==> src/logic/core_pkg.sv <==
package core_pkg;

    // ------------------------------
    // Widths and fixed addresses
    // ------------------------------
    localparam int XLEN       = 32;
    localparam int DMEM_WORDS = 256;

    typedef logic [XLEN-1:0] word_t;
    typedef logic [4:0]      reg_addr_t;
    typedef logic [7:0]      dmem_addr_t;

    localparam word_t EXIT_PC = 32'h0000_0044;  // Write-back pc that ends a test program.

    // ------------------------------
    // Encodings
    // ------------------------------
    typedef enum logic [3:0] {
        ALU_ADD, ALU_SUB, ALU_AND, ALU_OR, ALU_XOR, ALU_SLL,
        ALU_SRL, ALU_SRA, ALU_SLT, ALU_SLTU, ALU_PASS_B
    } alu_fn_e;

    typedef enum logic [1:0] {MEM_NONE, MEM_LOAD, MEM_STORE} mem_op_e;

    typedef enum logic [1:0] {SIZE_BYTE, SIZE_HALF, SIZE_WORD} mem_size_e;

    typedef enum logic [2:0] {
        WB_ALU, WB_MEMB, WB_MEMBU, WB_MEMH, WB_MEMHU, WB_MEMW, WB_PC4
    } wb_sel_e;

    typedef enum logic [1:0] {FWD_REG, FWD_FROM_MEM, FWD_FROM_WB} fwd_sel_e;

    // ------------------------------
    // Pipeline records
    // ------------------------------
    typedef struct packed {
        logic      valid;
        word_t     pc;
        alu_fn_e   alu_fn;
        reg_addr_t rs1;
        reg_addr_t rs2;
        word_t     imm;
        logic      use_imm;
        mem_op_e   mem_op;
        mem_size_e mem_size;  // Only stores look at this. Loads size by wb_sel.
        wb_sel_e   wb_sel;
        logic      rf_wen;
        reg_addr_t rd;
    } uop_t;

    typedef struct packed {
        logic      valid;
        word_t     pc;
        word_t     alu_out;
        word_t     store_data;
        mem_op_e   mem_op;
        mem_size_e mem_size;
        wb_sel_e   wb_sel;
        logic      rf_wen;
        reg_addr_t rd;
    } ex_mem_t;

    typedef struct packed {
        logic      valid;
        word_t     pc;
        word_t     alu_out;  // Low two bits still hold the byte offset of a load.
        word_t     mem_rdata;
        wb_sel_e   wb_sel;
        logic      rf_wen;
        reg_addr_t rd;
    } mem_wb_t;

endpackage

==> src/logic/reg_file.sv <==
`timescale 1ns/1ps

module reg_file import core_pkg::*; (
    input  logic      clk,
    input  logic      rst_n_i,
    input  reg_addr_t ra_i,
    input  reg_addr_t rb_i,
    input  reg_addr_t rd_addr_i,  // Destination of the instruction now in EX.
    output word_t     ra_data_o,
    output word_t     rb_data_o,
    input  logic      we_i,
    input  reg_addr_t wa_i,
    input  word_t     wd_i,
    input  reg_addr_t dbg_addr_i,
    output word_t     dbg_data_o
);

    word_t regs [32];

    always_ff @(posedge clk or negedge rst_n_i) begin
        if (!rst_n_i) begin
            for (int i = 0; i < 32; i++) begin
                regs[i] <= '0;
            end
        end else if (we_i && wa_i != '0) begin
            regs[wa_i] <= wd_i;
        end
    end

    // Reads return the old value in the write cycle.
    assign ra_data_o  = (ra_i == '0) ? '0 : regs[ra_i];
    assign rb_data_o  = (rb_i == '0) ? '0 : regs[rb_i];
    assign dbg_data_o = (dbg_addr_i == '0) ? '0 : regs[dbg_addr_i];

    // The rd written now must be the one that left EX two edges ago.
    assert property (@(posedge clk) disable iff (!rst_n_i)
        we_i |-> wa_i == $past(rd_addr_i, 2))
        else $error("** Error: wa_i 0x%h does not match the rd seen in EX", wa_i);

endmodule

==> config.mk <==
export PLATFORM = sky130hd
export DESIGN_NAME = reg_file
export DESIGN_NICKNAME = d
export VERILOG_FILES = /design/src/logic/core_pkg.sv /design/src/logic/reg_file.sv
export SDC_FILE = /design/constraint.sdc
export NUM_CORES = 2
export LEC_CHECK = 0
export BUFFER_PORTS_ARGS = -buffer_cell sky130_fd_sc_hd__buf_4
export CAP_MARGIN = 40
export CORE_MARGIN = 8
export CORE_UTILIZATION = 45
export CTS_CLUSTER_DIAMETER = 200
export DETAILED_ROUTE_END_ITERATION = 8
export GPL_TIMING_DRIVEN = 0
export PLACE_DENSITY_LB_ADDON = 0.12
export SYNTH_ARGS = -nofsm -noshare
export SYNTH_HDL_FRONTEND = slang
export SYNTH_SLANG_ARGS = --single-unit
export TNS_END_PERCENT = 5
==> constraint.sdc <==
create_clock -name clk -period 2.02 [get_ports clk]
set_clock_uncertainty 0.1 [all_clocks]
set_input_delay 0.101 -clock clk [delete_from_list [all_inputs] [get_ports clk]]
set_output_delay 0.101 -clock clk [all_outputs]
set_load 0.05 [all_outputs]
==> impl_metrics.toml <==
[global_route]
grtUsageMet3 = 0.184
grt.total_usage = 0.385
use_met2 = 0.531
top_usage_layer = "met2"
grt_start_max_net_pins = 171
overflow = 0
grt_first_pass_wirelength_mm = 404
grt_pass1_vias = 47200
use_met1 = 0.492
antenna_found_initial = 14

[floorplan]
dieHeight_um = 388
start_util = 0.454
coreArea_um2 = 137000
num_rows = 136
die_w_um = 388
ios = 156
fp.dieArea_um2 = 151000

[job]
drv_cap = 0

[finish]
multi_input_area_um2 = 37100
utilization = 0.556
area_growth_pct = 22.5
fin_area_um2 = 76400
largest_reg_flops = 1024
drive_gt1_frac = 0.580
regMostFlops = "regs"
regArea_um2 = 25600
final_nets = 4795
layout_common_cells = "mux2_2 (1052), dfrtp_1 (1024), mux4_2 (680), mux2i_1 (273), clkbuf_1 (254)"
final_common_cell = "mux2_2"
nFillCells = 11200
reg_top3 = "regs x1024"

[sta]
holdWs_ns = -0.847
fin_crit_sh = 1.59
tns_ns = -213.41
clock.fmax_ghz = 0.311
finalHoldViolCount = 711
slew_violations = 0
rsz0062_at_grt = "yes"
setup_viol = 685
tightest_slew_ns = 1.00
worst_slack_ns = -1.19
slew_headroom = 0.331
post-route-min-period_ns = 3.21

[drt]
wl_mm = 297
route.vias.total = 48300
drc = 0
avgViaCountPerCell = 7.28
wl_per_cell_um = 44.8
first_pass_iters = 5
drt_iter0_markers = 7233
antenna_left = 0

[placement]
postPlaceCellArea_um2 = 69300
port-buffer-count = 143
place_congestion = 1.02
dp_hpwl_mm = 217
place_ws_ns = -1.72

[power]
p_per_area_nw_per_um2 = 962
switching_power_w = 0.0246
pwr-share-clk = 0.310
power_frac_seq = 0.389
power_leakage_nw = 31.9
comb_power_share = 0.301
internal-power_w = 0.0488
p_sw_frac = 0.335
ir_drop_mv = 0.812

[synthesis]
ys_seq_area_frac = 0.411
synth_top_area_share = 0.411
avgSynthCellArea_um2 = 14.8
post-synth-top-area-cell = "dfrtp_1"
synth_cells = 4204
synth_nets = 4264
yosys_warnings = 0
synthFlopType = "dfrtp_1"
synth-edff-count = 0
synth.distinct_cells = 41
ys_seq_elements = 1024
netlist_top_cells_area = "dfrtp_1 (41%), mux4_2 (25%), mux2_2 (19%)"
async_reset_ff_frac = 1.00
netlist_area_um2 = 62400

[hold_path]
hold_class = "in -> async"

[worst_setup_path]
endpoint_kind = "output port"
crit_type = "in -> out"
crit_arrival_ns = 3.01
crit_path_start_kind = "input port"
crit_path_max_fanout = 10
crit_required_ns = 1.82

[cts]
path_clk_slew_ns = 0.06
cts.path.max_buffers = 3
cts_tree = "yes"
cts_made_buffers = 119
cts-root-buf = "clkbuf_16"
clock_sinks = 1024
holdBufCountCts = 39
htree_num_levels = 3
clk_latency_ns = 0.81

[status]
status = "finished with violations"
violations = "hold timing, setup timing"
-- synthesized netlist by cell type, types with 5 or more instances --
cell type / number
mux2_2: 1056
dfrtp_1: 1024
mux4_2: 680
mux2i_1: 283
clkbuf_1: 267
buf_2: 111
o22ai_1: 94
a22oi_1: 79
nor3_1: 67
buf_1: 66
a211oi_1: 56
nor2b_1: 50
buf_4: 49
a22o_1: 47
a21oi_1: 40
nand2_1: 31
a2111oi_0: 29
o221ai_1: 25
nor4_1: 23
nor2_1: 21
and2_1: 18
buf_6: 17
o32ai_1: 14
nand2b_1: 9
a32o_1: 7
nand3b_1: 5
-- through the flow --
stage,cells,total power (W)
after floorplan,4204,0.0410
after global placement,6141,0.0477
after detailed placement,6328,0.0485
after CTS,6612,0.0723
after global routing,6629,0.0754
final,6636,0.0735
-- logic make-up (layout without fill, tap and decap cells) --
logic type,after synthesis,count (layout),share of synthesized area
mux,2019,2019,0.482
compound gates,403,403,0.0476
flops,1024,1024,0.411
other cells,0,7,0
buf+inv,513,1144,0.0382
simple gates,245,245,0.0216
-- cell type report --
class                      instances  share of cell area
clock inverter                    44             0.00662
inverter                           2            0.000115
clock buffer                     177              0.0460
sequential                      1024               0.335
multi-input combinational       2667               0.486
buffer                           510              0.0379
tap                             1794              0.0294
antenna                            7            0.000229
timing repair buffer             411              0.0587
-- path summary, 6_finish.rpt --
check	start	endpoint	slack, ns	depth (start not counted)
setup / recovery	rb_i[4]	rb_data_o[18]	-1.19	7
hold reg to reg	regs[1018]$_DFFE_PN0P_	regs[1018]$_DFFE_PN0P_	0.41	1
max in group asynchronous	rst_n_i	regs[1015]$_DFFE_PN0P_	0.59	3
min in group clk	wd_i[23]	regs[23]$_DFFE_PN0P_	0.02	3
hold / removal	rst_n_i	regs[164]$_DFFE_PN0P_	-0.85	1
setup reg to reg	regs[20]$_DFFE_PN0P_	regs[20]$_DFFE_PN0P_	0.88	3
-- power groups by stage --
stage | Combinational [W] | Clock [W] | Sequential [W]
floorplan | 0.0138 | 0 | 0.0271
global placement | 0.0192 | 0 | 0.0285
detailed placement | 0.0198 | 0 | 0.0287
CTS | 0.0211 | 0.0229 | 0.0283
global route | 0.0227 | 0.0237 | 0.0290
finish | 0.0221 | 0.0228 | 0.0286
-- critical path: stages --
cell	delay, ns
buf_4	0.16
clkinv_1	0.54
nand3_2	0.58
clkbuf_1	0.73
o22ai_1	0.27
nor3_4	0.39
buf_6	0.22
-- metal layers --
layer	up-vias	wire, um
met5	-	263
met4	10	22800
met3	972	43600
met2	3843	122000
met1	25600	108000
li1	17900	-
-- what timing repair did --
| action | 4_1_cts | 5_1_grt |
|---|---|---|
| gates cloned | 0 | 0 |
| gates resized for setup | 397 | 98 |
| pin swaps | 124 | 28 |
| endpoints found under the hold margin | 1242 | 711 |
| setup endpoints to repair | 96 | 538 |
| setup buffers | 25 | 14 |
Power figures use the tool's default switching activity.
