--- config.mk ---
export PLATFORM = sky130hd
export DESIGN_NAME = pipe_ctrl
export DESIGN_NICKNAME = d
export VERILOG_FILES = /design/src/logic/core_pkg.sv /design/src/logic/pipe_ctrl.sv
export SDC_FILE = /design/constraint.sdc
export NUM_CORES = 1
export LEC_CHECK = 0
export BUFFER_PORTS_ARGS = -buffer_cell sky130_fd_sc_hd__buf_2
export CAP_MARGIN = 20
export CORE_AREA = 3 3 135 137
export CTS_CLUSTER_DIAMETER = 120
export DETAILED_ROUTE_END_ITERATION = 6
export DIE_AREA = 0 0 138 140
export SETUP_SLACK_MARGIN = 0.2
export SLEW_MARGIN = 5
export SYNTH_ARGS = -nofsm -noshare
export SYNTH_HDL_FRONTEND = slang
export SYNTH_SLANG_ARGS = --single-unit
--- constraint.sdc ---
create_clock -name clk -period 3 [get_ports clk]
set_clock_uncertainty 0.2 [all_clocks]
set_input_delay 0.3 -clock clk [delete_from_list [all_inputs] [get_ports clk]]
set_output_delay 0.3 -clock clk [all_outputs]
set_load 0.02 [all_outputs]
--- src/logic/core_pkg.sv ---
package core_pkg;

    // ------------------------------
    // Widths and fixed addresses
    // ------------------------------
    localparam int XLEN       = 32;
    localparam int DMEM_WORDS = 256;

    typedef logic [XLEN-1:0] word_t;
    typedef logic [4:0]      reg_addr_t;
    typedef logic [7:0]      dmem_addr_t;

    localparam word_t EXIT_PC = 32'h0000_0044;  // Write-back pc that ends a test program.

    // ------------------------------
    // Encodings
    // ------------------------------
    typedef enum logic [3:0] {
        ALU_ADD, ALU_SUB, ALU_AND, ALU_OR, ALU_XOR, ALU_SLL,
        ALU_SRL, ALU_SRA, ALU_SLT, ALU_SLTU, ALU_PASS_B
    } alu_fn_e;

    typedef enum logic [1:0] {MEM_NONE, MEM_LOAD, MEM_STORE} mem_op_e;

    typedef enum logic [1:0] {SIZE_BYTE, SIZE_HALF, SIZE_WORD} mem_size_e;

    typedef enum logic [2:0] {
        WB_ALU, WB_MEMB, WB_MEMBU, WB_MEMH, WB_MEMHU, WB_MEMW, WB_PC4
    } wb_sel_e;

    typedef enum logic [1:0] {FWD_REG, FWD_FROM_MEM, FWD_FROM_WB} fwd_sel_e;

    // ------------------------------
    // Pipeline records
    // ------------------------------
    typedef struct packed {
        logic      valid;
        word_t     pc;
        alu_fn_e   alu_fn;
        reg_addr_t rs1;
        reg_addr_t rs2;
        word_t     imm;
        logic      use_imm;
        mem_op_e   mem_op;
        mem_size_e mem_size;  // Only stores look at this. Loads size by wb_sel.
        wb_sel_e   wb_sel;
        logic      rf_wen;
        reg_addr_t rd;
    } uop_t;

    typedef struct packed {
        logic      valid;
        word_t     pc;
        word_t     alu_out;
        word_t     store_data;
        mem_op_e   mem_op;
        mem_size_e mem_size;
        wb_sel_e   wb_sel;
        logic      rf_wen;
        reg_addr_t rd;
    } ex_mem_t;

    typedef struct packed {
        logic      valid;
        word_t     pc;
        word_t     alu_out;  // Low two bits still hold the byte offset of a load.
        word_t     mem_rdata;
        wb_sel_e   wb_sel;
        logic      rf_wen;
        reg_addr_t rd;
    } mem_wb_t;

endpackage

--- src/logic/pipe_ctrl.sv ---
`timescale 1ns/1ps

module pipe_ctrl import core_pkg::*; (
    input  logic     clk,
    input  logic     rst_n_i,
    input  uop_t     ex_uop_i,
    input  ex_mem_t  ex_mem_i,
    input  mem_wb_t  mem_wb_i,
    output fwd_sel_e fwd_a_o,
    output fwd_sel_e fwd_b_o,
    output logic     retire_o,
    output logic     exit_o,
    output word_t    retire_count_o
);

    word_t retire_count_q;

    // ------------------------------
    // Forwarding
    // ------------------------------
    function automatic fwd_sel_e pick_fwd(input reg_addr_t src);
        if (src == '0) begin
            return FWD_REG;  // x0 is constant, nothing to bypass.
        end else if (ex_mem_i.valid && ex_mem_i.rf_wen && ex_mem_i.rd == src) begin
            return FWD_FROM_MEM;  // Newest producer wins.
        end else if (mem_wb_i.valid && mem_wb_i.rf_wen && mem_wb_i.rd == src) begin
            return FWD_FROM_WB;
        end
        return FWD_REG;
    endfunction

    always_comb begin
        fwd_a_o = pick_fwd(ex_uop_i.rs1);
        fwd_b_o = pick_fwd(ex_uop_i.rs2);
    end

    // ------------------------------
    // Retire and exit
    // ------------------------------
    assign retire_o = mem_wb_i.valid;
    assign exit_o   = mem_wb_i.valid && (mem_wb_i.pc == EXIT_PC);

    always_ff @(posedge clk or negedge rst_n_i) begin
        if (!rst_n_i) begin
            retire_count_q <= '0;
        end else if (retire_o) begin
            retire_count_q <= retire_count_q + word_t'(1);
        end
    end

    assign retire_count_o = retire_count_q;

    // A load result only exists after MEM, so its consumer must not sit right behind it.
    assert property (@(posedge clk) disable iff (!rst_n_i)
        !(ex_uop_i.valid && ex_mem_i.valid && ex_mem_i.mem_op == MEM_LOAD
          && ex_mem_i.rf_wen && ex_mem_i.rd != '0
          && (ex_uop_i.rs1 == ex_mem_i.rd
              || ((!ex_uop_i.use_imm || ex_uop_i.mem_op == MEM_STORE)
                  && ex_uop_i.rs2 == ex_mem_i.rd))))
        else $error("** Error: load-use hazard on ex_mem_i.rd 0x%h", ex_mem_i.rd);

    // Every retirement was a valid instruction in MEM one cycle before.
    assert property (@(posedge clk) disable iff (!rst_n_i)
        retire_o |-> $past(ex_mem_i.valid))
        else $error("** Error: retire_o without a valid instruction, pc 0x%h", mem_wb_i.pc);

endmodule

==> metrics.csv <==
stage;metric;value;unit
run_status;status;finished, final reports clean;
worst_setup_path;critical path startpoint category;flip-flop;
synth;syn avg cell area;10.8;um^2
timing;post-route clock period utilization;66.8;%
timing;FMAX;0.499;GHz
timing;final hold vios;0;
cells_and_area;final instance area;2750;um^2
synth;Post-Syn Instances;171;
floorplanning;chip width;138;um
synth;Synth area leaders;dfrtp_1 44%, xnor2_1 19%, nand4_1 6.1%;
placed_design;GP Congestion;0.839;
floorplanning;die height;140;um
synth;Synth area leader;dfrtp_1;
worst_setup_path;R2R Setup Slk;1000;ps
synth;Syn Std Cell Area;1840;um^2
route;routed length per instance;10.8;um
synth;Post-synth ARST share;100;%
route;DR vias;1710;
timing;Slew Viols, Final;0;
clock_network;htree depth;2;
synth;Unique masters post-synth;27;
route;vias per inst;3.44;
synth;top_reg_cell synth;dfrtp_1;
cells_and_area;most common cell after layout, fill and taps aside;buf_2;
floorplanning;core area;17200;um^2
clock_network;CTS tree;done;
grt;first-pass GRT wire length;8890;um
floorplanning;Die ar.;19300;um^2
cells_and_area;max FFs per register;32;
pwr;Pwr Total;1.42;mW
floorplanning;Initial Utilization;10.7;%
route;antenna-violating nets left;0;
grt;antenna violations before repair;0;
placed_design;DP Wirelength;4390;um
cells_and_area;Nets;583;
timing;Setup TNS;0;ps
timing;endpoints failing setup;0;
cells_and_area;P&R area growth vs syn;49.5;%
synth;Yosys top cell area share;43.5;%
cells_and_area;layout cells sized above 1;40.8;%
timing;RSZ-0062 raised after global routing;false;
clock_network;# clock sinks;32;
min_path;Worst Hold Launch;mem_wb_i[105];
worst_setup_path;Setup crit end;retire_count_o[26];
timing;Max-slew headroom;51.2;%
floorplanning;Rows;48;
worst_setup_path;critical path peak fanout;6;
clock_network;root buf cell;clkbuf_16;
worst_setup_path;Crit path required time;2960;ps
worst_setup_path;Critical path origin;retire_count_o[0];
timing;minimum clock period;2000;ps
clock_network;clock slew at reported path FFs;60;ps
grt;Total GRT Usage;5.65;%
route;first-iteration detailed-routing DRC count;38;
pwr;power per cell area;515;nW/um^2
min_path;Worst Hold Class;primary input to flip-flop;
placed_design;IO Port Bufs;95;
worst_setup_path;worst r2r src;retire_count_o[0];
worst_setup_path;WP data arrival;1970;ps
clock_network;Post-CTS Setup Repair Bufs;0;
clock_network;clock latency on the worst-skew pair;280;ps
route;DRC viols;0;
pwr;IR drop worst, VDD;0.201;mV
grt;grt ovf;0;
worst_setup_path;RR Endpoint;retire_count_o[26];
pwr;Leak Pwr;1.27;nW
timing;hold slack;148;ps
timing;worst-margin pin slew;732;ps
clock_network;CTS Buf Count;5;
floorplanning;I/O pin total;349;
synth;post-synthesis sequential area ratio;43.5;%
grt;vias in the first global route;1751;
route;Pre-Repair DR Iteration Count;4;
cells_and_area;ant diodes;0;
route;routed wire length;5390;um
worst_setup_path;CP Capture Type;flip-flop;
synth;net count after synthesis;483;
placed_design;placed instance area;2570;um^2
synth;number of synthesized flops with an enable pin;0;
cells_and_area;most frequent cells in the layout;95 x buf_2, 39 x xnor2_1, 32 x dfrtp_1;
clock_network;clock buffer depth;2;
run;Max-cap violations;0;
synth;number of synthesized register bits;32;
worst_setup_path;CP Class;flip-flop to flip-flop;
worst_setup_path;worst reg2reg path depth;5;
synth;synth warn;0;
grt;pin count of the biggest net entering global routing;33;
-- per-stage QoR --
step | instances | setup slack (ps) | utilization (%)
6_report | 497 | 996 | 16.0
5_1_grt | 497 | 831 | 16.0
4_1_cts | 497 | 961 | 16.0
3_5_place_dp | 488 | 969 | 15.0
3_3_place_gp | 488 | 976 | 15.0
2_1_floorplan | 171 | 1160 | -
-- where the power goes --
group / total [mW] / internal [mW] / switching (mW)
Sequential: 0.540 / 0.478 / 0.0620
Combinational: 0.288 / 0.122 / 0.166
Clock: 0.589 / 0.390 / 0.199
Total: 1.42 / 0.990 / 0.427
-- worst max-delay path, cell delays in order (launching register included) --
cell,delay (ps)
dfrtp_1,410
ha_1,220
nand3_1,210
nor3_2,500
nand4b_1,180
xnor2_1,160
-- worst min-delay path by stage --
stage	end	cells past startpoint
CTS	retire_count_o[0]	2
global placement	retire_count_o[31]	1
global route	retire_count_o[0]	2
floorplan	retire_count_o[0]	0
finish	retire_count_o[0]	2
detailed placement	retire_count_o[31]	1
-- final cells by class --
type	count	area, um^2
Fill cell	1962	14400
Multi-Input combinational cell	136	1010
Sequential cell	32	801
Timing Repair Buffer	96	485
Tap cell	225	282
Clock buffer	5	125
Clock inverter	3	42.5
-- timing repair --
action / 4_1_cts / 5_1_grt
hold endpoints to repair: 32 / 0
gates resized for setup: 0 / 0
hold buffers: 1 / 0
-- cell families after synthesis --
logic type                 Yosys count  share of synthesized area [%]
AOI/OAI and AO/OA                    2                          0.817
xor gates and xnor gates            50                           23.8
adders and majority gates            1                          0.680
buffers and inverters                3                           1.36
DFF                                 32                           43.5
muxes                                1                          0.612
and+or+nand+nor                     82                           29.2
-- Yosys cell counts, types with 3 or more instances --
| library cell | instances |
|---|---|
| nor4_4 | 3 |
| nor4_1 | 6 |
| nand3_1 | 12 |
| dfrtp_1 | 32 |
| and3_1 | 5 |
| nor4b_1 | 3 |
| xnor2_1 | 39 |
| xor2_1 | 11 |
| nand4_1 | 18 |
| nand2_1 | 13 |
| nor2_1 | 6 |
| nor3_1 | 4 |
-- routing by layer --
metal	up-vias	track usage (%)	part of all wire (%)
met4	0	1.66	1.1
li1	822	-	-
met3	4	1.40	7.7
met5	-	0	0
met2	86	9.74	48
met1	798	7.01	43
Power figures use the tool's default switching activity.
