$ cat src/logic/core_pkg.sv
package core_pkg;

    // ------------------------------
    // Widths and fixed addresses
    // ------------------------------
    localparam int XLEN       = 32;
    localparam int DMEM_WORDS = 256;

    typedef logic [XLEN-1:0] word_t;
    typedef logic [4:0]      reg_addr_t;
    typedef logic [7:0]      dmem_addr_t;

    localparam word_t EXIT_PC = 32'h0000_0044;  // Write-back pc that ends a test program.

    // ------------------------------
    // Encodings
    // ------------------------------
    typedef enum logic [3:0] {
        ALU_ADD, ALU_SUB, ALU_AND, ALU_OR, ALU_XOR, ALU_SLL,
        ALU_SRL, ALU_SRA, ALU_SLT, ALU_SLTU, ALU_PASS_B
    } alu_fn_e;

    typedef enum logic [1:0] {MEM_NONE, MEM_LOAD, MEM_STORE} mem_op_e;

    typedef enum logic [1:0] {SIZE_BYTE, SIZE_HALF, SIZE_WORD} mem_size_e;

    typedef enum logic [2:0] {
        WB_ALU, WB_MEMB, WB_MEMBU, WB_MEMH, WB_MEMHU, WB_MEMW, WB_PC4
    } wb_sel_e;

    typedef enum logic [1:0] {FWD_REG, FWD_FROM_MEM, FWD_FROM_WB} fwd_sel_e;

    // ------------------------------
    // Pipeline records
    // ------------------------------
    typedef struct packed {
        logic      valid;
        word_t     pc;
        alu_fn_e   alu_fn;
        reg_addr_t rs1;
        reg_addr_t rs2;
        word_t     imm;
        logic      use_imm;
        mem_op_e   mem_op;
        mem_size_e mem_size;  // Only stores look at this. Loads size by wb_sel.
        wb_sel_e   wb_sel;
        logic      rf_wen;
        reg_addr_t rd;
    } uop_t;

    typedef struct packed {
        logic      valid;
        word_t     pc;
        word_t     alu_out;
        word_t     store_data;
        mem_op_e   mem_op;
        mem_size_e mem_size;
        wb_sel_e   wb_sel;
        logic      rf_wen;
        reg_addr_t rd;
    } ex_mem_t;

    typedef struct packed {
        logic      valid;
        word_t     pc;
        word_t     alu_out;  // Low two bits still hold the byte offset of a load.
        word_t     mem_rdata;
        wb_sel_e   wb_sel;
        logic      rf_wen;
        reg_addr_t rd;
    } mem_wb_t;

endpackage

$ cat src/logic/wb_stage.sv
`timescale 1ns/1ps

module wb_stage import core_pkg::*; (
    input  mem_wb_t   mem_wb_i,
    output word_t     wb_data_o,
    output logic      wb_we_o,
    output reg_addr_t wb_addr_o
);

    word_t lane_data;

    // ------------------------------
    // Load alignment
    // ------------------------------
    // Bring the addressed byte or half-word down to bit 0 before extension.
    assign lane_data = mem_wb_i.mem_rdata >> {mem_wb_i.alu_out[1:0], 3'b000};

    // ------------------------------
    // Result select
    // ------------------------------
    always_comb begin
        case (mem_wb_i.wb_sel)
            WB_MEMB: begin
                wb_data_o = {{24{lane_data[7]}}, lane_data[7:0]};
            end
            WB_MEMBU: begin
                wb_data_o = {24'b0, lane_data[7:0]};
            end
            WB_MEMH: begin
                wb_data_o = {{16{lane_data[15]}}, lane_data[15:0]};
            end
            WB_MEMHU: begin
                wb_data_o = {16'b0, lane_data[15:0]};
            end
            WB_MEMW: begin
                wb_data_o = mem_wb_i.mem_rdata;
            end
            WB_PC4: begin
                wb_data_o = mem_wb_i.pc + word_t'(4);  // Link value for jumps.
            end
            default: begin
                wb_data_o = mem_wb_i.alu_out;
            end
        endcase
    end

    // ------------------------------
    // Register file write port
    // ------------------------------
    assign wb_we_o   = mem_wb_i.valid && mem_wb_i.rf_wen;
    assign wb_addr_o = mem_wb_i.rd;  // The register file drops writes to x0.

endmodule

$ cat config.mk
export PLATFORM = sky130hd
export DESIGN_NAME = wb_stage
export DESIGN_NICKNAME = d
export VERILOG_FILES = /design/src/logic/core_pkg.sv /design/src/logic/wb_stage.sv
export SDC_FILE = /design/constraint.sdc
export NUM_CORES = 1
export LEC_CHECK = 0
export BUFFER_PORTS_ARGS = -buffer_cell sky130_fd_sc_hd__buf_2
export CORE_MARGIN = 8
export CORE_UTILIZATION = 25
export DETAILED_ROUTE_END_ITERATION = 16
export SYNTH_ARGS = -nofsm -noshare
export SYNTH_HDL_FRONTEND = slang
export SYNTH_SLANG_ARGS = --single-unit
export TNS_END_PERCENT = 100
$ cat constraint.sdc
create_clock -name vclk -period 1.6
set_clock_uncertainty 0.1 [all_clocks]
set_input_delay 0 -clock vclk [all_inputs]
set_output_delay 0 -clock vclk [all_outputs]
set_load 0.005 [all_outputs]
==> summary.txt, run 1 <==
Synth Cell Area: 2360 µm²
WHS: 0.168 ns
PD cells: 297 nW/µm²
Syn Inst Count: 362
Top post-synthesis cells by area: mux2i_1, o22ai_1, o21ai_0, xnor2_1, nand2_1
Antenna violations before repair: 1
Final period util: 108%
Setup WS pre-CTS: -0.203 ns
Seq cells: 0
Worst Setup End Kind: output pin
Setup TNS Final: -1.21 ns
GRT overflow: 0
Synth area leader: mux2i_1
DR WL/cell: 18.6 µm
Core area: 9200 µm²
Crit path max fanout: 7
Share of the synthesized area in the top cell type: 8.06%
Final hold vios: 0
Crit path DAT: 1.63 ns
Startpoint Class: input pin
Layout overhead on the synthesized area: 69.9%
Die X-Extent: 113 µm
Layout cells sized above 1: 47.7%
# nets final: 654
DRT iter0 DRCs: 183
Num rows: 35
Failing checks: setup timing
Routed Antenna Nets: 0
Starting Density: 25.6%
Final wirelength: 12.2 mm
Fill cells: 940
Final instance area: 4010 µm²
Vias in the first global route: 3679
Io pins: 144
Worst hold-check path type: in -> out
Final setup fails: 20
Gpl congestion: 0.893
Setup WS post-layout: -0.130 ns
Outcome: complete, but fails checks
Fin util: 43.6%
Max rail drop VDD: 0.129 mV
Fin. max-slew vios: 0
CP required: 1.50 ns
Residual DRC: 0
Max Clk Rate: 578 MHz
Min cycle time layout: 1.73 ns
Overall Power: 1.19 mW
Register area share after synthesis: 0%
Routed vias: 3583
WS Path Type: in -> out
TritonRoute pass-1 iters: 4
Seq. cell area: 0 µm²
Finished Layout Cells: 656
Placement Cell Area: 3560 µm²
Synth warn: 0
Ant diodes: 0
Largest net degree at the start of global routing: 28
Total GRT Usage: 17.5%
Die H: 113 µm
DP HPWL: 10.0 mm
Max Cap Viol: 0
First-pass GRT wire length: 18.8 mm
RSZ-0062 raised after global routing: yes
Placed insts: 643
Post-Syn Area per Cell: 6.52 µm²
DIE AREA: 12800 µm²
Least-Margin Pin Slew: 0.500 ns
Pleak: 1.76 nW
Most frequent cells after synthesis: nand2_1, nor2_1, o21ai_0
Vias per cell: 5.46
Synth unique cells: 62
Relative slew margins: 66.5%
IO Port Bufs: 134
Syn nets: 469
Final-layout clock buffer total: 0
Multi-input logic area: 2350 µm²
==> logic make-up after synthesis <==
family | synth area share (%)
simple gates | 28.1
mux | 12.8
buf+inv | 8.06
compound gates | 40.1
xor+xnor | 10.4
fa+ha+maj | 0.530
==> power by group <==
group / switching [mW] / internal [mW] / leakage [nW]
Combinational: 0.586 / 0.602 / 1.76
Sequential: 0 / 0 / 0
Clock: 0 / 0 / 0
Total: 0.586 / 0.602 / 1.76
==> repair_timing <==
item | in CTS | in global routing
hold endpoints to repair | 5 | 0
resized for setup | 29 | 37
buffers inserted | 4 | 5
pin swaps | 12 | 14
setup endpoints to repair | 27 | 28
hold buffers | 5 | 0
cloned | 1 | 0
==> critical path, cell delays in order <==
cell and delay, ns:
buf_8 0.08, mux4_2 0.57, or3_4 0.38, nand3_4 0.13, buf_12 0.12, buf_12 0.11
o22ai_1 0.09, buf_2 0.14
==> path summary, 6_finish.rpt <==
kind                      from            end  slack [ns]  depth (start not counted)
setup / recovery  mem_wb_i[42]  wb_data_o[18]       -0.13                          8
hold / removal     mem_wb_i[5]        wb_we_o        0.17                          3
==> final cells by class <==
cell class,count,area share [%]
multi-input combinational,320,58.7
inverter,7,0.656
tap,111,3.47
timing repair buffer,218,37.2
==> routing by layer <==
metal	GRT usage [%]	up-vias	wire (µm)
li1	-	1766	-
met1	21.1	1650	5090
met4	4.62	2	327
met5	0	-	12
met3	2.82	24	827
met2	31.3	141	5930
==> cell usage in the layout, fill, tap and decap left out, types with 3 or more instances in the layout <==
cell type / count
a22o_1: 14
xor2_1: 12
a31oi_1: 5
nand2_1: 33
nor2b_1: 7
o22ai_2: 7
nand3_1: 12
nand2b_1: 5
nor2_1: 31
nor3_2: 3
nand4_1: 8
mux2i_1: 16
o22ai_1: 25
and2_1: 3
a21oi_1: 14
mux2_2: 6
o22a_1: 4
inv_1: 4
o21ai_1: 4
buf_6: 15
buf_4: 74
a22oi_1: 4
buf_12: 5
dlygate4sd3_1: 5
and3_1: 3
o21ai_0: 27
a211oi_1: 4
xnor2_1: 14
mux2i_2: 3
nor4_2: 3
buf_2: 117
(Power assumes the default switching activity.)
==> inputs of run 2 (changes only) <==
--- a/config.mk
+++ b/config.mk
@@ -9,6 +9,8 @@
 export CORE_MARGIN = 8
 export CORE_UTILIZATION = 25
 export DETAILED_ROUTE_END_ITERATION = 16
+export PLACE_DENSITY = 0.63
+export SETUP_SLACK_MARGIN = 0.1
 export SYNTH_ARGS = -nofsm -noshare
 export SYNTH_HDL_FRONTEND = slang
 export SYNTH_SLANG_ARGS = --single-unit
==> summary.txt, run 2 (same netlist as run 1, synthesis figures left out) <==
RSZ-0062 raised after global routing: yes
Max Clk Rate: 578 MHz (about the same)
Die H: 113 µm (unchanged)
Residual DRC: 0 (unchanged)
Die X-Extent: 113 µm (unchanged)
Placement Cell Area: 3550 µm² (-0.46%)
Starting Density: 25.6% (unchanged)
Seq. cell area: 0 µm² (unchanged)
Core area: 9200 µm² (unchanged)
First-pass GRT wire length: 18.7 mm (-0.52%)
Startpoint Class: input pin
Setup WS pre-CTS: -0.210 ns (-0.00792 ns)
Largest net degree at the start of global routing: 29 (+3.6%)
Min cycle time layout: 1.73 ns (-0.0000400 ns)
Least-Margin Pin Slew: 0.509 ns (+0.00920 ns)
# nets final: 644 (-1.5%)
Crit path max fanout: 13 (+6)
M3 GR Usage: 2.88% (+0.053 points)
Commonest non-fill, non-tap cell in the layout: buf_2
Worst Setup End Kind: output pin
GRT overflow: 0 (unchanged)
IO Port Bufs: 134 (unchanged)
CP required: 1.50 ns (about the same)
GR Util met1: 21.9% (+0.80 points)
TritonRoute pass-1 iters: 5 (+1)
Relative slew margins: 65.9% (-0.62 points)
Finished Layout Cells: 646 (-1.5%)
Gpl congestion: 0.893 (about the same)
Overall Power: 1.20 mW (+0.67%)
Vias in the first global route: 3734 (+1.5%)
Layout cells sized above 1: 48.0% (+0.33 points)
Routed Antenna Nets: 0 (unchanged)
Fill cells: 981 (+4.4%)
PD cells: 299 nW/µm² (+0.92%)
DR WL/cell: 18.6 µm (+0.15%)
Crit path DAT: 1.63 ns (about the same)
Final instance area: 4000 µm² (-0.25%)
Max rail drop VDD: 0.103 mV (-20%)
Routed vias: 3599 (+0.45%)
Failing checks: setup timing
Outcome: complete, but fails checks
DRT iter0 DRCs: 164 (-10%)
Final wirelength: 12.0 mm (-1.4%)
Fin. max-slew vios: 0 (unchanged)
Num rows: 35 (unchanged)
Ant diodes: 0 (unchanged)
Placed insts: 635 (-1.2%)
Top Usage Layer GRT: met2
Layout overhead on the synthesized area: 69.5%
DIE AREA: 12800 µm² (unchanged)
Total GRT Usage: 17.5% (about the same)
Setup TNS Final: -1.98 ns (-0.766 ns)
Io pins: 144 (unchanged)
Max Cap Viol: 0 (unchanged)
Final-layout clock buffer total: 0 (unchanged)
Final hold vios: 0 (unchanged)
Most frequent cells in the layout: buf_2, buf_4, nand2_1, nor2_1
Antenna violations before repair: 1 (unchanged)
Pleak: 1.73 nW (-1.9%)
Vias per cell: 5.57 (+2.0%)
Seq cells: 0 (unchanged)
Setup WS post-layout: -0.130 ns (+0.0000400 ns)
WS Path Type: in -> out
DP HPWL: 9.83 mm (-1.7%)
Grt met2 use: 29.9% (-1.3 points)
Final period util: 108% (about the same)
Worst hold-check path type: in -> out
Final setup fails: 20 (unchanged)
## run 2: changes by cell type in the layout (fill, tap and decap cells not counted), sizes merged
cell / change
buf: -10
## run 2: worst paths after layout
path    startpoint            end  slack, ns  cells past startpoint
max   mem_wb_i[42]  wb_data_o[20]      -0.13                      7
min    mem_wb_i[5]        wb_we_o       0.17                      3
## run 2: layout make-up
cell class / count / area [µm²] / share of cell area, %
timing repair buffer: 208 / 1410 / 35.3
inverter: 7 / 26.3 / 0.657
tap: 111 / 139 / 3.47
multi-input combinational: 320 / 2420 / 60.5
## run 2: metrics by stage
step	hold WS [ns]	utilization, %
finish	0.171	43.5
global route	0.200	43.5
CTS	0.176	40.9
detailed placement	-0.100	38.6
global placement	-0.100	38.6
floorplan	-0.0192	-
## run 2: worst max-delay path: stages
cell	delay (ns)
buf_8	0.08
mux4_2	0.58
or3_4	0.45
nand3_4	0.13
buf_12	0.15
o22ai_1	0.09
buf_2	0.14
## run 2: power by group
part,internal (mW),switching (mW),leakage [nW]
Combinational,0.601,0.595,1.73
Clock,0,0,0
Sequential,0,0,0
Total,0.601,0.595,1.73
## run 2: timing repair
| action | CTS | global route |
|---|---|---|
| gates resized for setup | 30 | 48 |
| setup buffers | 3 | 3 |
| pin swaps | 8 | 12 |
| hold buffers | 5 | 0 |
| endpoints found under the setup margin | 25 | 29 |
| endpoints found under the hold margin | 5 | 0 |
## run 2: routing by layer
metal  up-vias  routed length [µm]
li1       1743                   -
met1      1664                5110
met2       166                5710
met3        24                 790
met4         2                 388
met5         -                  10
==> inputs of run 3 (changes only) <==
--- a/config.mk
+++ b/config.mk
@@ -7,9 +7,9 @@
 export LEC_CHECK = 0
 export BUFFER_PORTS_ARGS = -buffer_cell sky130_fd_sc_hd__buf_2
 export CORE_MARGIN = 8
-export CORE_UTILIZATION = 25
+export CORE_UTILIZATION = 41
 export DETAILED_ROUTE_END_ITERATION = 16
-export PLACE_DENSITY = 0.63
+export PLACE_DENSITY = 0.9
 export SETUP_SLACK_MARGIN = 0.1
 export SYNTH_ARGS = -nofsm -noshare
 export SYNTH_HDL_FRONTEND = slang
==> summary.txt, run 3 (same netlist as run 1, synthesis figures left out) <==
Seq cells: 0 (unchanged)
Routed vias: 4022 (+12%)
Core area: 5540 µm² (-40%)
Final-layout clock buffer total: 0 (unchanged)
Ant diodes: 0 (unchanged)
Crit path DAT: 1.63 ns (about the same)
# nets final: 649 (+0.78%)
DR WL/cell: 20.6 µm (+11%)
Starting Density: 42.6% (+17 points)
Most frequent cells in the layout: buf_2, buf_4, nor2_1, nand2_1, o21ai_0
Largest net degree at the start of global routing: 30 (+3.4%)
Worst Setup End Kind: output pin
Gpl congestion: 0.998 (+12%)
Commonest non-fill, non-tap cell in the layout: buf_2
PD cells: 315 nW/µm² (+5.1%)
GRT overflow: 0 (unchanged)
Final period util: 108% (+0.26 points)
Startpoint Class: input pin
Overall Power: 1.28 mW (+6.9%)
Fin. max-slew vios: 0 (unchanged)
TritonRoute pass-1 iters: 5 (unchanged)
Vias in the first global route: 3907 (+4.6%)
Setup WS pre-CTS: -0.236 ns (-0.0259 ns)
Routed Antenna Nets: 0 (unchanged)
WHS: 0.165 ns (-0.00646 ns)
Total GRT Usage: 25.7% (+8.2 points)
Layout cells sized above 1: 50.7% (+2.7 points)
Vias per cell: 6.57 (+18%)
Die H: 91.8 µm (-19%)
Min cycle time layout: 1.73 ns (+0.00412 ns)
WS Path Type: in -> out
DIE AREA: 8440 µm² (-34%)
Placed insts: 592 (-6.8%)
Antenna violations before repair: 0 (-1)
Residual DRC: 0 (unchanged)
Finished Layout Cells: 612 (-5.3%)
Max Cap Viol: 0 (unchanged)
Die X-Extent: 91.8 µm (-19%)
Pleak: 1.77 nW (+2.3%)
Max rail drop VDD: 0.162 mV (+58%)
Final hold vios: 0 (unchanged)
Setup WS post-layout: -0.134 ns (-0.00412 ns)
HP Start: mem_wb_i[5]
Relative slew margins: 66.9% (+0.96 points)
Setup crit start: mem_wb_i[42]
First-pass GRT wire length: 18.6 mm (-0.55%)
Max Clk Rate: 577 MHz (-0.24%)
CP required: 1.50 ns (about the same)
Final wirelength: 12.6 mm (+5.2%)
DP HPWL: 9.23 mm (-6.0%)
Final setup fails: 20 (unchanged)
Worst hold-check path type: in -> out
DRT iter0 DRCs: 553 (+240%)
Seq. cell area: 0 µm² (unchanged)
Crit path max fanout: 6 (-7)
Least-Margin Pin Slew: 0.495 ns (-0.0143 ns)
Failing checks: setup timing
Layout overhead on the synthesized area: 72.5%
Io pins: 144 (unchanged)
Outcome: complete, but fails checks
IO Port Bufs: 134 (unchanged)
Num rows: 27 (-23%)
Fin util: 73.4% (+30 points)
RSZ-0062 raised after global routing: yes
-- run 3: layer usage --
layer / GRT usage, % / routed length [µm] / vias up
met2: 47.0 / 6260 / 352
met1: 29.1 / 4510 / 1840
met3: 3.83 / 1240 / 71
met5: 0 / 0 / -
li1: - / - / 1759
met4: 10.2 / 630 / 0
-- run 3: critical path, cell delays in order --
cell and delay [ns]:
buf_8 0.08, mux4_2 0.59, or3_4 0.40, nand3_4 0.15, clkbuf_16 0.17, o22ai_1 0.07, buf_2 0.15
-- run 3: final timing paths --
kind / slack (ns) / cells past startpoint / endpoint
setup / recovery: -0.13 / 7 / wb_data_o[24]
hold / removal: 0.16 / 3 / wb_we_o
-- run 3: report_power, final --
group | leakage (nW) | total (mW) | internal [mW] | switching (mW)
Sequential | 0 | 0 | 0 | 0
Combinational | 1.77 | 1.28 | 0.633 | 0.646
Clock | 0 | 0 | 0 | 0
Total | 1.77 | 1.28 | 0.633 | 0.646
-- run 3: final cells by class --
type | count | area (µm²)
Multi-Input combinational cell | 320 | 2500
Tap cell | 72 | 90.1
Inverter | 7 | 30.0
Timing Repair Buffer | 213 | 1450
Fill cell | 399 | 1470
-- run 3: repair_timing --
item | in CTS | in global routing
setup endpoints to repair | 29 | 30
pin swaps | 12 | 20
buffers inserted | 9 | 5
endpoints found under the hold margin | 5 | 0
cloned | 0 | 1
hold buffers | 5 | 0
resized for setup | 42 | 57
-- run 3: per-stage QoR --
step	instance area, µm²	setup TNS, ns
6_report	4070	-1.84
5_1_grt	4070	-2.28
3_3_place_gp	3430	-1.81
3_5_place_dp	3430	-2.75
4_1_cts	3730	-0.993
2_1_floorplan	2400	0
