==> src/logic/core_pkg.sv <==
package core_pkg;

    // ------------------------------
    // Widths and fixed addresses
    // ------------------------------
    localparam int XLEN       = 32;
    localparam int DMEM_WORDS = 256;

    typedef logic [XLEN-1:0] word_t;
    typedef logic [4:0]      reg_addr_t;
    typedef logic [7:0]      dmem_addr_t;

    localparam word_t EXIT_PC = 32'h0000_0044;  // Write-back pc that ends a test program.

    // ------------------------------
    // Encodings
    // ------------------------------
    typedef enum logic [3:0] {
        ALU_ADD, ALU_SUB, ALU_AND, ALU_OR, ALU_XOR, ALU_SLL,
        ALU_SRL, ALU_SRA, ALU_SLT, ALU_SLTU, ALU_PASS_B
    } alu_fn_e;

    typedef enum logic [1:0] {MEM_NONE, MEM_LOAD, MEM_STORE} mem_op_e;

    typedef enum logic [1:0] {SIZE_BYTE, SIZE_HALF, SIZE_WORD} mem_size_e;

    typedef enum logic [2:0] {
        WB_ALU, WB_MEMB, WB_MEMBU, WB_MEMH, WB_MEMHU, WB_MEMW, WB_PC4
    } wb_sel_e;

    typedef enum logic [1:0] {FWD_REG, FWD_FROM_MEM, FWD_FROM_WB} fwd_sel_e;

    // ------------------------------
    // Pipeline records
    // ------------------------------
    typedef struct packed {
        logic      valid;
        word_t     pc;
        alu_fn_e   alu_fn;
        reg_addr_t rs1;
        reg_addr_t rs2;
        word_t     imm;
        logic      use_imm;
        mem_op_e   mem_op;
        mem_size_e mem_size;  // Only stores look at this. Loads size by wb_sel.
        wb_sel_e   wb_sel;
        logic      rf_wen;
        reg_addr_t rd;
    } uop_t;

    typedef struct packed {
        logic      valid;
        word_t     pc;
        word_t     alu_out;
        word_t     store_data;
        mem_op_e   mem_op;
        mem_size_e mem_size;
        wb_sel_e   wb_sel;
        logic      rf_wen;
        reg_addr_t rd;
    } ex_mem_t;

    typedef struct packed {
        logic      valid;
        word_t     pc;
        word_t     alu_out;  // Low two bits still hold the byte offset of a load.
        word_t     mem_rdata;
        wb_sel_e   wb_sel;
        logic      rf_wen;
        reg_addr_t rd;
    } mem_wb_t;

endpackage

==> src/logic/exec_stage.sv <==
`timescale 1ns/1ps

module exec_stage import core_pkg::*; (
    input  logic     clk,
    input  logic     rst_n_i,
    input  uop_t     issue_i,
    input  word_t    rs1_data_i,
    input  word_t    rs2_data_i,
    input  fwd_sel_e fwd_a_i,
    input  fwd_sel_e fwd_b_i,
    input  word_t    mem_fwd_i,
    input  word_t    wb_fwd_i,
    output uop_t     ex_uop_o,
    output ex_mem_t  ex_mem_o
);

    logic    ex_valid_q;
    uop_t    ex_payload_q;
    uop_t    ex_uop;
    word_t   rs1_val;
    word_t   rs2_val;
    word_t   op_b;
    word_t   alu_out;
    logic    ex_mem_valid_q;
    ex_mem_t ex_mem_payload_q;

    // ------------------------------
    // EX register
    // ------------------------------
    always_ff @(posedge clk or negedge rst_n_i) begin
        if (!rst_n_i) begin
            ex_valid_q <= 1'b0;
        end else begin
            ex_valid_q <= issue_i.valid;
        end
    end

    always_ff @(posedge clk) begin
        ex_payload_q <= issue_i;
    end

    always_comb begin
        ex_uop       = ex_payload_q;
        ex_uop.valid = ex_valid_q;
    end

    assign ex_uop_o = ex_uop;

    // ------------------------------
    // Operands and ALU
    // ------------------------------
    assign rs1_val = (fwd_a_i == FWD_FROM_MEM) ? mem_fwd_i :
                     (fwd_a_i == FWD_FROM_WB)  ? wb_fwd_i  : rs1_data_i;
    assign rs2_val = (fwd_b_i == FWD_FROM_MEM) ? mem_fwd_i :
                     (fwd_b_i == FWD_FROM_WB)  ? wb_fwd_i  : rs2_data_i;
    assign op_b    = ex_uop.use_imm ? ex_uop.imm : rs2_val;

    always_comb begin
        case (ex_uop.alu_fn)
            ALU_SUB:    alu_out = rs1_val - op_b;
            ALU_AND:    alu_out = rs1_val & op_b;
            ALU_OR:     alu_out = rs1_val | op_b;
            ALU_XOR:    alu_out = rs1_val ^ op_b;
            ALU_SLL:    alu_out = rs1_val << op_b[4:0];
            ALU_SRL:    alu_out = rs1_val >> op_b[4:0];
            ALU_SRA:    alu_out = word_t'($signed(rs1_val) >>> op_b[4:0]);
            ALU_SLT:    alu_out = word_t'($signed(rs1_val) < $signed(op_b));
            ALU_SLTU:   alu_out = word_t'(rs1_val < op_b);
            ALU_PASS_B: alu_out = op_b;
            default:    alu_out = rs1_val + op_b;  // Also the address adder for loads and stores.
        endcase
    end

    // ------------------------------
    // EX/MEM register
    // ------------------------------
    always_ff @(posedge clk or negedge rst_n_i) begin
        if (!rst_n_i) begin
            ex_mem_valid_q <= 1'b0;
        end else begin
            ex_mem_valid_q <= ex_uop.valid;
        end
    end

    always_ff @(posedge clk) begin
        ex_mem_payload_q.pc         <= ex_uop.pc;
        ex_mem_payload_q.alu_out    <= alu_out;
        ex_mem_payload_q.store_data <= rs2_val;  // Forwarded rs2, not the immediate.
        ex_mem_payload_q.mem_op     <= ex_uop.mem_op;
        ex_mem_payload_q.mem_size   <= ex_uop.mem_size;
        ex_mem_payload_q.wb_sel     <= ex_uop.wb_sel;
        ex_mem_payload_q.rf_wen     <= ex_uop.rf_wen;
        ex_mem_payload_q.rd         <= ex_uop.rd;
        ex_mem_payload_q.valid      <= 1'b1;
    end

    always_comb begin
        ex_mem_o       = ex_mem_payload_q;
        ex_mem_o.valid = ex_mem_valid_q;
    end

endmodule

==> config.mk <==
export PLATFORM = sky130hd
export DESIGN_NAME = exec_stage
export DESIGN_NICKNAME = d
export VERILOG_FILES = /design/src/logic/core_pkg.sv /design/src/logic/exec_stage.sv
export SDC_FILE = /design/constraint.sdc
export NUM_CORES = 1
export LEC_CHECK = 0
export ABC_CLOCK_PERIOD_IN_PS = 3890
export BUFFER_PORTS_ARGS = -buffer_cell sky130_fd_sc_hd__buf_2
export CAP_MARGIN = 20
export CORE_ASPECT_RATIO = 2
export CORE_MARGIN = 4
export CORE_UTILIZATION = 35
export CTS_CLUSTER_DIAMETER = 120
export DETAILED_ROUTE_END_ITERATION = 10
export PLACE_DENSITY = 0.58
export SYNTH_ARGS = -nofsm -noshare
export SYNTH_HDL_FRONTEND = slang
export SYNTH_SLANG_ARGS = --single-unit
==> constraint.sdc <==
create_clock -name clk -period 3.89 [get_ports clk]
set_input_delay 0.1945 -clock clk [delete_from_list [all_inputs] [get_ports clk]]
set_output_delay 0.1945 -clock clk [all_outputs]
set_load 0.005 [all_outputs]
==> results.json, run 1 <==
{
  "root_buffer": "clkbuf_16",
  "clk_pin_slew_ns": 0.07,
  "final_layout_size_suffix_gt1_share_pct": 36.7,
  "drc_errors": 0,
  "worst-path-buf-inv": 3,
  "p_leak_nw": 11.1,
  "nFillCells": 4213,
  "power_density_nw_per_um2": 376,
  "ys_types": 85,
  "antenna_found_initial": 8,
  "cts.sinks": 203,
  "slew_viol_final": 0,
  "total_power_mw": 8.56,
  "drtIter0Drc": 1508,
  "fin_crit_sh_pct": 98.0,
  "vias": 19400,
  "worstMarginPinSlew_ns": 0.868,
  "gp_congestion": 1.03,
  "ys_top_cells_by_count": "201 x dfxtp_1, 174 x o21ai_0, 170 x mux2i_1",
  "final_antenna_net_count": 0,
  "die_area_sq_um": 47200,
  "synth_area_sq_um": 15200,
  "vias_per_cell": 5.81,
  "startpoint_type": "flip-flop",
  "critical_path_arrival_ns": 4.20,
  "path_cells": "nor2b_4 > a22oi_2 > nand2_1 > inv_2 > ha_4 > buf_4 > fa_2 > nand2b_4 > a21oi_4 > o21a_1 > o22ai_2 > o221a_4 > o31a_1 > o31a_1 > buf_4 > a221oi_2 > a21oi_1 > or4_1",
  "slowest_stage": "dfxtp_4",
  "ios": 430,
  "holdCritPathClass": "primary input to flip-flop",
  "ff2ff_setup_slack_ns": 0.08,
  "fp-row-count": 107,
  "min_period_ns": 3.81,
  "cts_tree": "built",
  "grt_first_pass_wirelength_um": 130000,
  "hold_viol": 0,
  "routed_wirelength_um": 92700,
  "grt_max_degree": 63,
  "area_growth_pct": 49.2,
  "fmax_ghz": 0.262,
  "cpPeakStageDelay_ns": 0.42,
  "ctsLongestPathBuffers": 3,
  "setup_viol": 0,
  "wl_per_cell_um": 27.7,
  "ys_seq_area_share_pct": 26.7,
  "rsz0062_at_grt": "yes",
  "dpl_cell_area_sq_um": 21000,
  "endpoint_kind": "flip-flop",
  "fin_ws_ns": 0.0790,
  "max-vdd-ir-drop_mv": 0.216,
  "port-buffer-count": 429,
  "worstPathMaxFanout": 4,
  "syn_inst": 1931,
  "yosys_warnings": 0,
  "grt-ovfl-total": 0,
  "clock_latency_ns": 0.52,
  "grt_usage_pct": 37.3,
  "post_synth.cell_area_avg_sq_um": 7.90,
  "stdcell_area_sq_um": 22700,
  "initial_core_util_pct": 35.6,
  "dpl.hpwl_um": 74700,
  "fp.dieW_um": 156,
  "cap_violations": 0,
  "synth_seq_cells": 203,
  "synth_area_leader_cell": "dfxtp_1",
  "synth_nets": 2257,
  "cp.required_ns": 4.28,
  "outcome": "finished clean",
  "first_global_vias": 19600,
  "cpLargestDelayFamily": "compound AO/OA/AOI/OAI gates",
  "dr.pass1.iters": 6,
  "multi_input_area_sq_um": 10300,
  "synth_edf_count": 0,
  "maxSlewHeadroom_pct": 41.5,
  "dieHeight_um": 303,
  "synth_ff_type": "dfxtp_1",
  "h-tree-depth": 1,
  "skew_ns": 0.0183,
  "synth-async-reset-ratio_pct": 0.985,
  "place_ws_ns": -0.451,
  "core_area_sq_um": 42800,
  "numCtsBuffers": 19,
  "utilization_pct": 53.1,
  "register_area_sq_um": 4080,
  "synth_most_common_cell": "dfxtp_1",
  "yosys-top-cells-area": "dfxtp_1 26%, mux2i_1 11%, ha_1 8.0%",
  "fin_nets": 3108,
  "critPathKind": "flip-flop to flip-flop",
  "yosysTopAreaCellShare_pct": 26.4
}
cell type report:
cell class / instances / area share, %
clock buffer: 25 / 2.28
inverter: 117 / 1.93
sequential: 203 / 17.9
timing repair buffer: 977 / 29.1
multi-input combinational: 1464 / 45.3
antenna: 8 / 0.0880
tap: 545 / 3.00
clock inverter: 7 / 0.363
power breakdown:
part | internal [mW] | switching (mW) | total (mW)
clock network | 1.02 | 0.872 | 1.90
logic | 1.86 | 2.39 | 4.25
registers | 2.29 | 0.127 | 2.42
total | 5.17 | 3.39 | 8.56
kinds of logic (layout without fill, tap and decap cells):
group	Yosys count	count (layout)	share of synthesized area [%]
AOI/OAI and AO/OA	675	675	29.1
xor gates and xnor gates	2	2	0.115
adders and majority gates	99	99	8.22
buffers and inverters	264	1126	7.30
DFF	203	203	26.7
muxes	209	209	14.1
other	0	8	0
and+or+nand+nor	479	479	14.5
registers in the layout, summed over array words and instances, names as in the netlist:
register / count
ex_mem_o: 109
ex_mem_valid_q: 1
ex_uop_o: 92
ex_valid_q: 1
worst paths after layout:
check	startpoint	end	cells past startpoint
worst max-delay path	ex_uop_o[13]	ex_mem_o[69]	18
worst max register to register	ex_uop_o[13]	ex_mem_o[69]	18
min in group asynchronous	rst_n_i	ex_mem_valid_q	2
worst min register to register	ex_uop_o[74]	ex_mem_o[91]	0
max in group asynchronous	rst_n_i	ex_valid_q	2
worst min-delay path	mem_fwd_i[16]	ex_mem_o[29]	5
layout by cell type (no fill, tap or decap), types with 7 or more instances in the layout:
cell type | Yosys | layout
buf_2 | 38 | 427
a21oi_1 | 165 | 157
o211ai_1 | 41 | 41
o21bai_1 | 14 | 14
and3_1 | 9 | 9
a211oi_1 | 38 | 35
buf_12 | 0 | 8
and2_1 | 12 | 12
a221oi_1 | 17 | 15
a22oi_1 | 13 | 12
buf_4 | 6 | 445
o31a_1 | 9 | 9
a21oi_2 | 1 | 8
nand2b_1 | 20 | 20
o22ai_1 | 26 | 25
a21o_1 | 20 | 20
a221o_1 | 14 | 14
nor2b_1 | 16 | 15
nor2_1 | 143 | 142
nor4_1 | 8 | 7
mux2_2 | 38 | 38
o21ai_1 | 12 | 21
dlygate4sd3_1 | 0 | 94
o221ai_1 | 28 | 28
nand3_1 | 76 | 75
inv_1 | 115 | 114
o21a_1 | 7 | 7
a211o_1 | 10 | 10
diode_2 | 0 | 8
nor3_1 | 41 | 39
clkbuf_16 | 0 | 19
mux2i_1 | 170 | 169
nand2_1 | 124 | 123
o21ai_0 | 174 | 162
ha_1 | 97 | 92
dfxtp_1 | 201 | 200
worst register-to-register path, delay by kind of cell (launching register included):
family,cells,cell delay (ns)
AO/OA/AOI/OAI,9,1.85
AND/OR/NAND/NOR,4,0.67
flip-flops,1,0.42
adder cells (fa/ha/maj),2,0.39
buffers and inverters,3,0.38
per-stage QoR:
stage / setup TNS (ns) / cells / hold WS (ns)
final: 0 / 3346 / 0.0394
after CTS: 0 / 3335 / 0.00446
after global routing: -0.169 / 3344 / 0.0305
after global placement: -5.19 / 3209 / -0.0191
after floorplan: -0.000147 / 1931 / -0.101
after detailed placement: -5.57 / 3209 / -0.0128
routing by layer:
layer	part of all wire [%]	GRT usage [%]	up-vias
met2	49	66.9	1080
li1	-	-	8803
met3	6.8	5.39	334
met1	34	38.3	9218
met5	0	0	-
met4	9.9	29.5	0
what timing repair did:
item                                    in CTS  in global routing
hold buffers                                94                  0
resized for setup                           10                 32
endpoints found under the setup margin      12                 19
hold endpoints to repair                    95                  0
pin swaps                                    1                  4
buffers inserted                             0                  3
Power figures use the tool's default switching activity.
==> inputs of run 2 (changes only) <==
Settings changed: CAP_MARGIN 20 to not set, HOLD_SLACK_MARGIN set to 0.06.
==> results.json, run 2 (synthesis results as in run 1) <==
{
  "internal-power_mw": 5.19,
  "power.share.clock_pct": 22.1,
  "die_area_sq_um": 47200,
  "stdcell_area_sq_um": 22900,
  "crit_start": "ex_uop_o[13]",
  "worstPathMaxFanout": 4,
  "numCtsBuffers": 19,
  "nFillCells": 4182,
  "grt_usage_pct": 37.4,
  "core_area_sq_um": 42800,
  "fin_nets": 3122,
  "r2r-start": "ex_uop_o[13]",
  "port-buffer-count": 429,
  "critPathKind": "flip-flop to flip-flop",
  "dpl.hpwl_um": 74700,
  "cts.sinks": 203,
  "largest_reg_flops": 109,
  "fin_setup_tns_ns": 0,
  "drtIter0Drc": 1616,
  "worst-path-buf-inv": 3,
  "dpl_cell_area_sq_um": 21000,
  "antenna_found_initial": 8,
  "p_comb_share_pct": 49.8,
  "worstMarginPinSlew_ns": 0.873,
  "power_density_nw_per_um2": 375,
  "final_antenna_net_count": 0,
  "rsz0062_at_grt": "yes",
  "cp.required_ns": 4.28,
  "p_switching_mw": 3.41,
  "outcome": "finished clean",
  "final_layout_size_suffix_gt1_share_pct": 36.8,
  "maxSlewHeadroom_pct": 41.2,
  "worstHoldStart": "mem_fwd_i[29]",
  "clock_latency_ns": 0.52,
  "cap_violations": 0,
  "vias": 19600,
  "skew_ns": 0.0180,
  "path_cells": "nor2b_4 > a22oi_2 > nand2_1 > inv_2 > ha_4 > buf_6 > fa_2 > nand2b_4 > a21oi_4 > o21a_1 > o22ai_2 > o221a_4 > o31a_1 > o31a_1 > buf_4 > a221oi_2 > a21oi_1 > or4_1",
  "dieHeight_um": 303,
  "hold_viol": 0,
  "cp.depth": 18,
  "area_growth_pct": 50.2,
  "vias_per_cell": 5.82,
  "ios": 430,
  "reg2reg_depth": 18,
  "root_buffer": "clkbuf_16",
  "grt_max_degree": 63,
  "holdCritPathClass": "primary input to flip-flop",
  "fin_crit_sh_pct": 99.7,
  "fmax_ghz": 0.258,
  "cpPeakStageDelay_ns": 0.41,
  "whs_path_depth": 5,
  "clk_pin_slew_ns": 0.07,
  "gp_congestion": 1.03,
  "first_global_vias": 19700,
  "max-vdd-ir-drop_mv": 0.216,
  "dr.pass1.iters": 6,
  "cts_tree": "built",
  "initial_core_util_pct": 35.6,
  "ctsLongestPathBuffers": 3,
  "switching_share_pct": 39.6,
  "seqPwrFrac_pct": 28.1,
  "multi_input_area_sq_um": 10300,
  "grt-ovfl-total": 0,
  "cpLargestDelayFamily": "compound AO/OA/AOI/OAI gates",
  "min_period_ns": 3.88,
  "slew_viol_final": 0,
  "final_cell_mix": "447 x buf_4, 427 x buf_2, 200 x dfxtp_1",
  "slowest_stage": "dfxtp_4",
  "wl_per_cell_um": 27.7,
  "register_area_sq_um": 4080,
  "layout_commonest_cell": "buf_4",
  "setup_viol": 0,
  "p_leak_nw": 11.1,
  "grt_first_pass_wirelength_um": 130000,
  "endpoint_kind": "flip-flop",
  "drc_errors": 0,
  "critical_path_arrival_ns": 4.27,
  "fp.dieW_um": 156,
  "utilization_pct": 53.5,
  "cpMostUsedCell": "o31a_1",
  "h-tree-depth": 1,
  "fp-row-count": 107,
  "routed_wirelength_um": 93200,
  "startpoint_type": "flip-flop"
}
-- run 2: changes by cell type in the layout (fill, tap and decap cells not counted), moves of 2 or more --
cell,before,now
a21oi_1,157,155
a21oi_2,8,10
buf_4,445,447
dlygate4sd3_1,94,105
-- run 2: power groups by stage --
stage / Combinational (mW) / Clock (mW) / Sequential [mW]
after floorplan: 1.90 / 0 / 2.43
after global placement: 3.98 / 0 / 2.46
after detailed placement: 3.99 / 0 / 2.46
after CTS: 4.10 / 1.95 / 2.41
after global routing: 4.52 / 2.01 / 2.43
final: 4.28 / 1.90 / 2.42
-- run 2: worst paths after layout --
check / slack (ns) / to
min in group asynchronous: 0.60 / ex_mem_valid_q
worst max-delay path: 0.01 / ex_mem_o[69]
worst max register to register: 0.01 / ex_mem_o[69]
max in group asynchronous: 3.16 / ex_valid_q
worst min-delay path: 0.08 / ex_mem_o[42]
worst min register to register: 0.35 / ex_mem_o[91]
-- run 2: layer usage --
metal	wire length (um)	share of wire (%)	global-route usage (%)	up-vias
li1	-	-	-	8827
met1	31600	34	38.5	9266
met2	46100	49	67.0	1140
met3	6500	7.0	5.24	333
met4	9060	9.7	29.4	0
met5	0	0	0	-
-- run 2: area by class of cell --
class / count / share of cell area, %
timing repair buffer: 991 / 29.4
antenna: 8 / 0.0874
multi-input combinational: 1464 / 45.1
sequential: 203 / 17.8
tap: 545 / 2.98
clock buffer: 25 / 2.26
clock inverter: 7 / 0.361
inverter: 117 / 1.92
-- run 2: worst min-delay path: cells and delay by family --
family / cells / cell delay (ns)
buffers and inverters: 2 / 0.15
AOI/OAI and AO/OA: 1 / 0.10
muxes: 1 / 0.06
and+or+nand+nor: 1 / 0.06
-- run 2: metrics by stage --
step | hold WS, ns | cells | setup slack, ns | power [mW]
after floorplan | -0.101 | 1931 | -0.000147 | 4.33
after CTS | 0.0602 | 3346 | 0.0176 | 8.47
after global placement | -0.0191 | 3209 | -0.462 | 6.44
after global routing | 0.0737 | 3360 | -0.170 | 8.96
after detailed placement | -0.0128 | 3209 | -0.451 | 6.45
final | 0.0773 | 3360 | 0.0128 | 8.59
-- run 2: timing repair --
action | 4_1_cts | 5_1_grt
buffers inserted | 0 | 6
gates resized for setup | 10 | 36
setup endpoints to repair | 12 | 18
endpoints found under the hold margin | 104 | 0
hold buffers | 105 | 0
pin swaps | 1 | 11
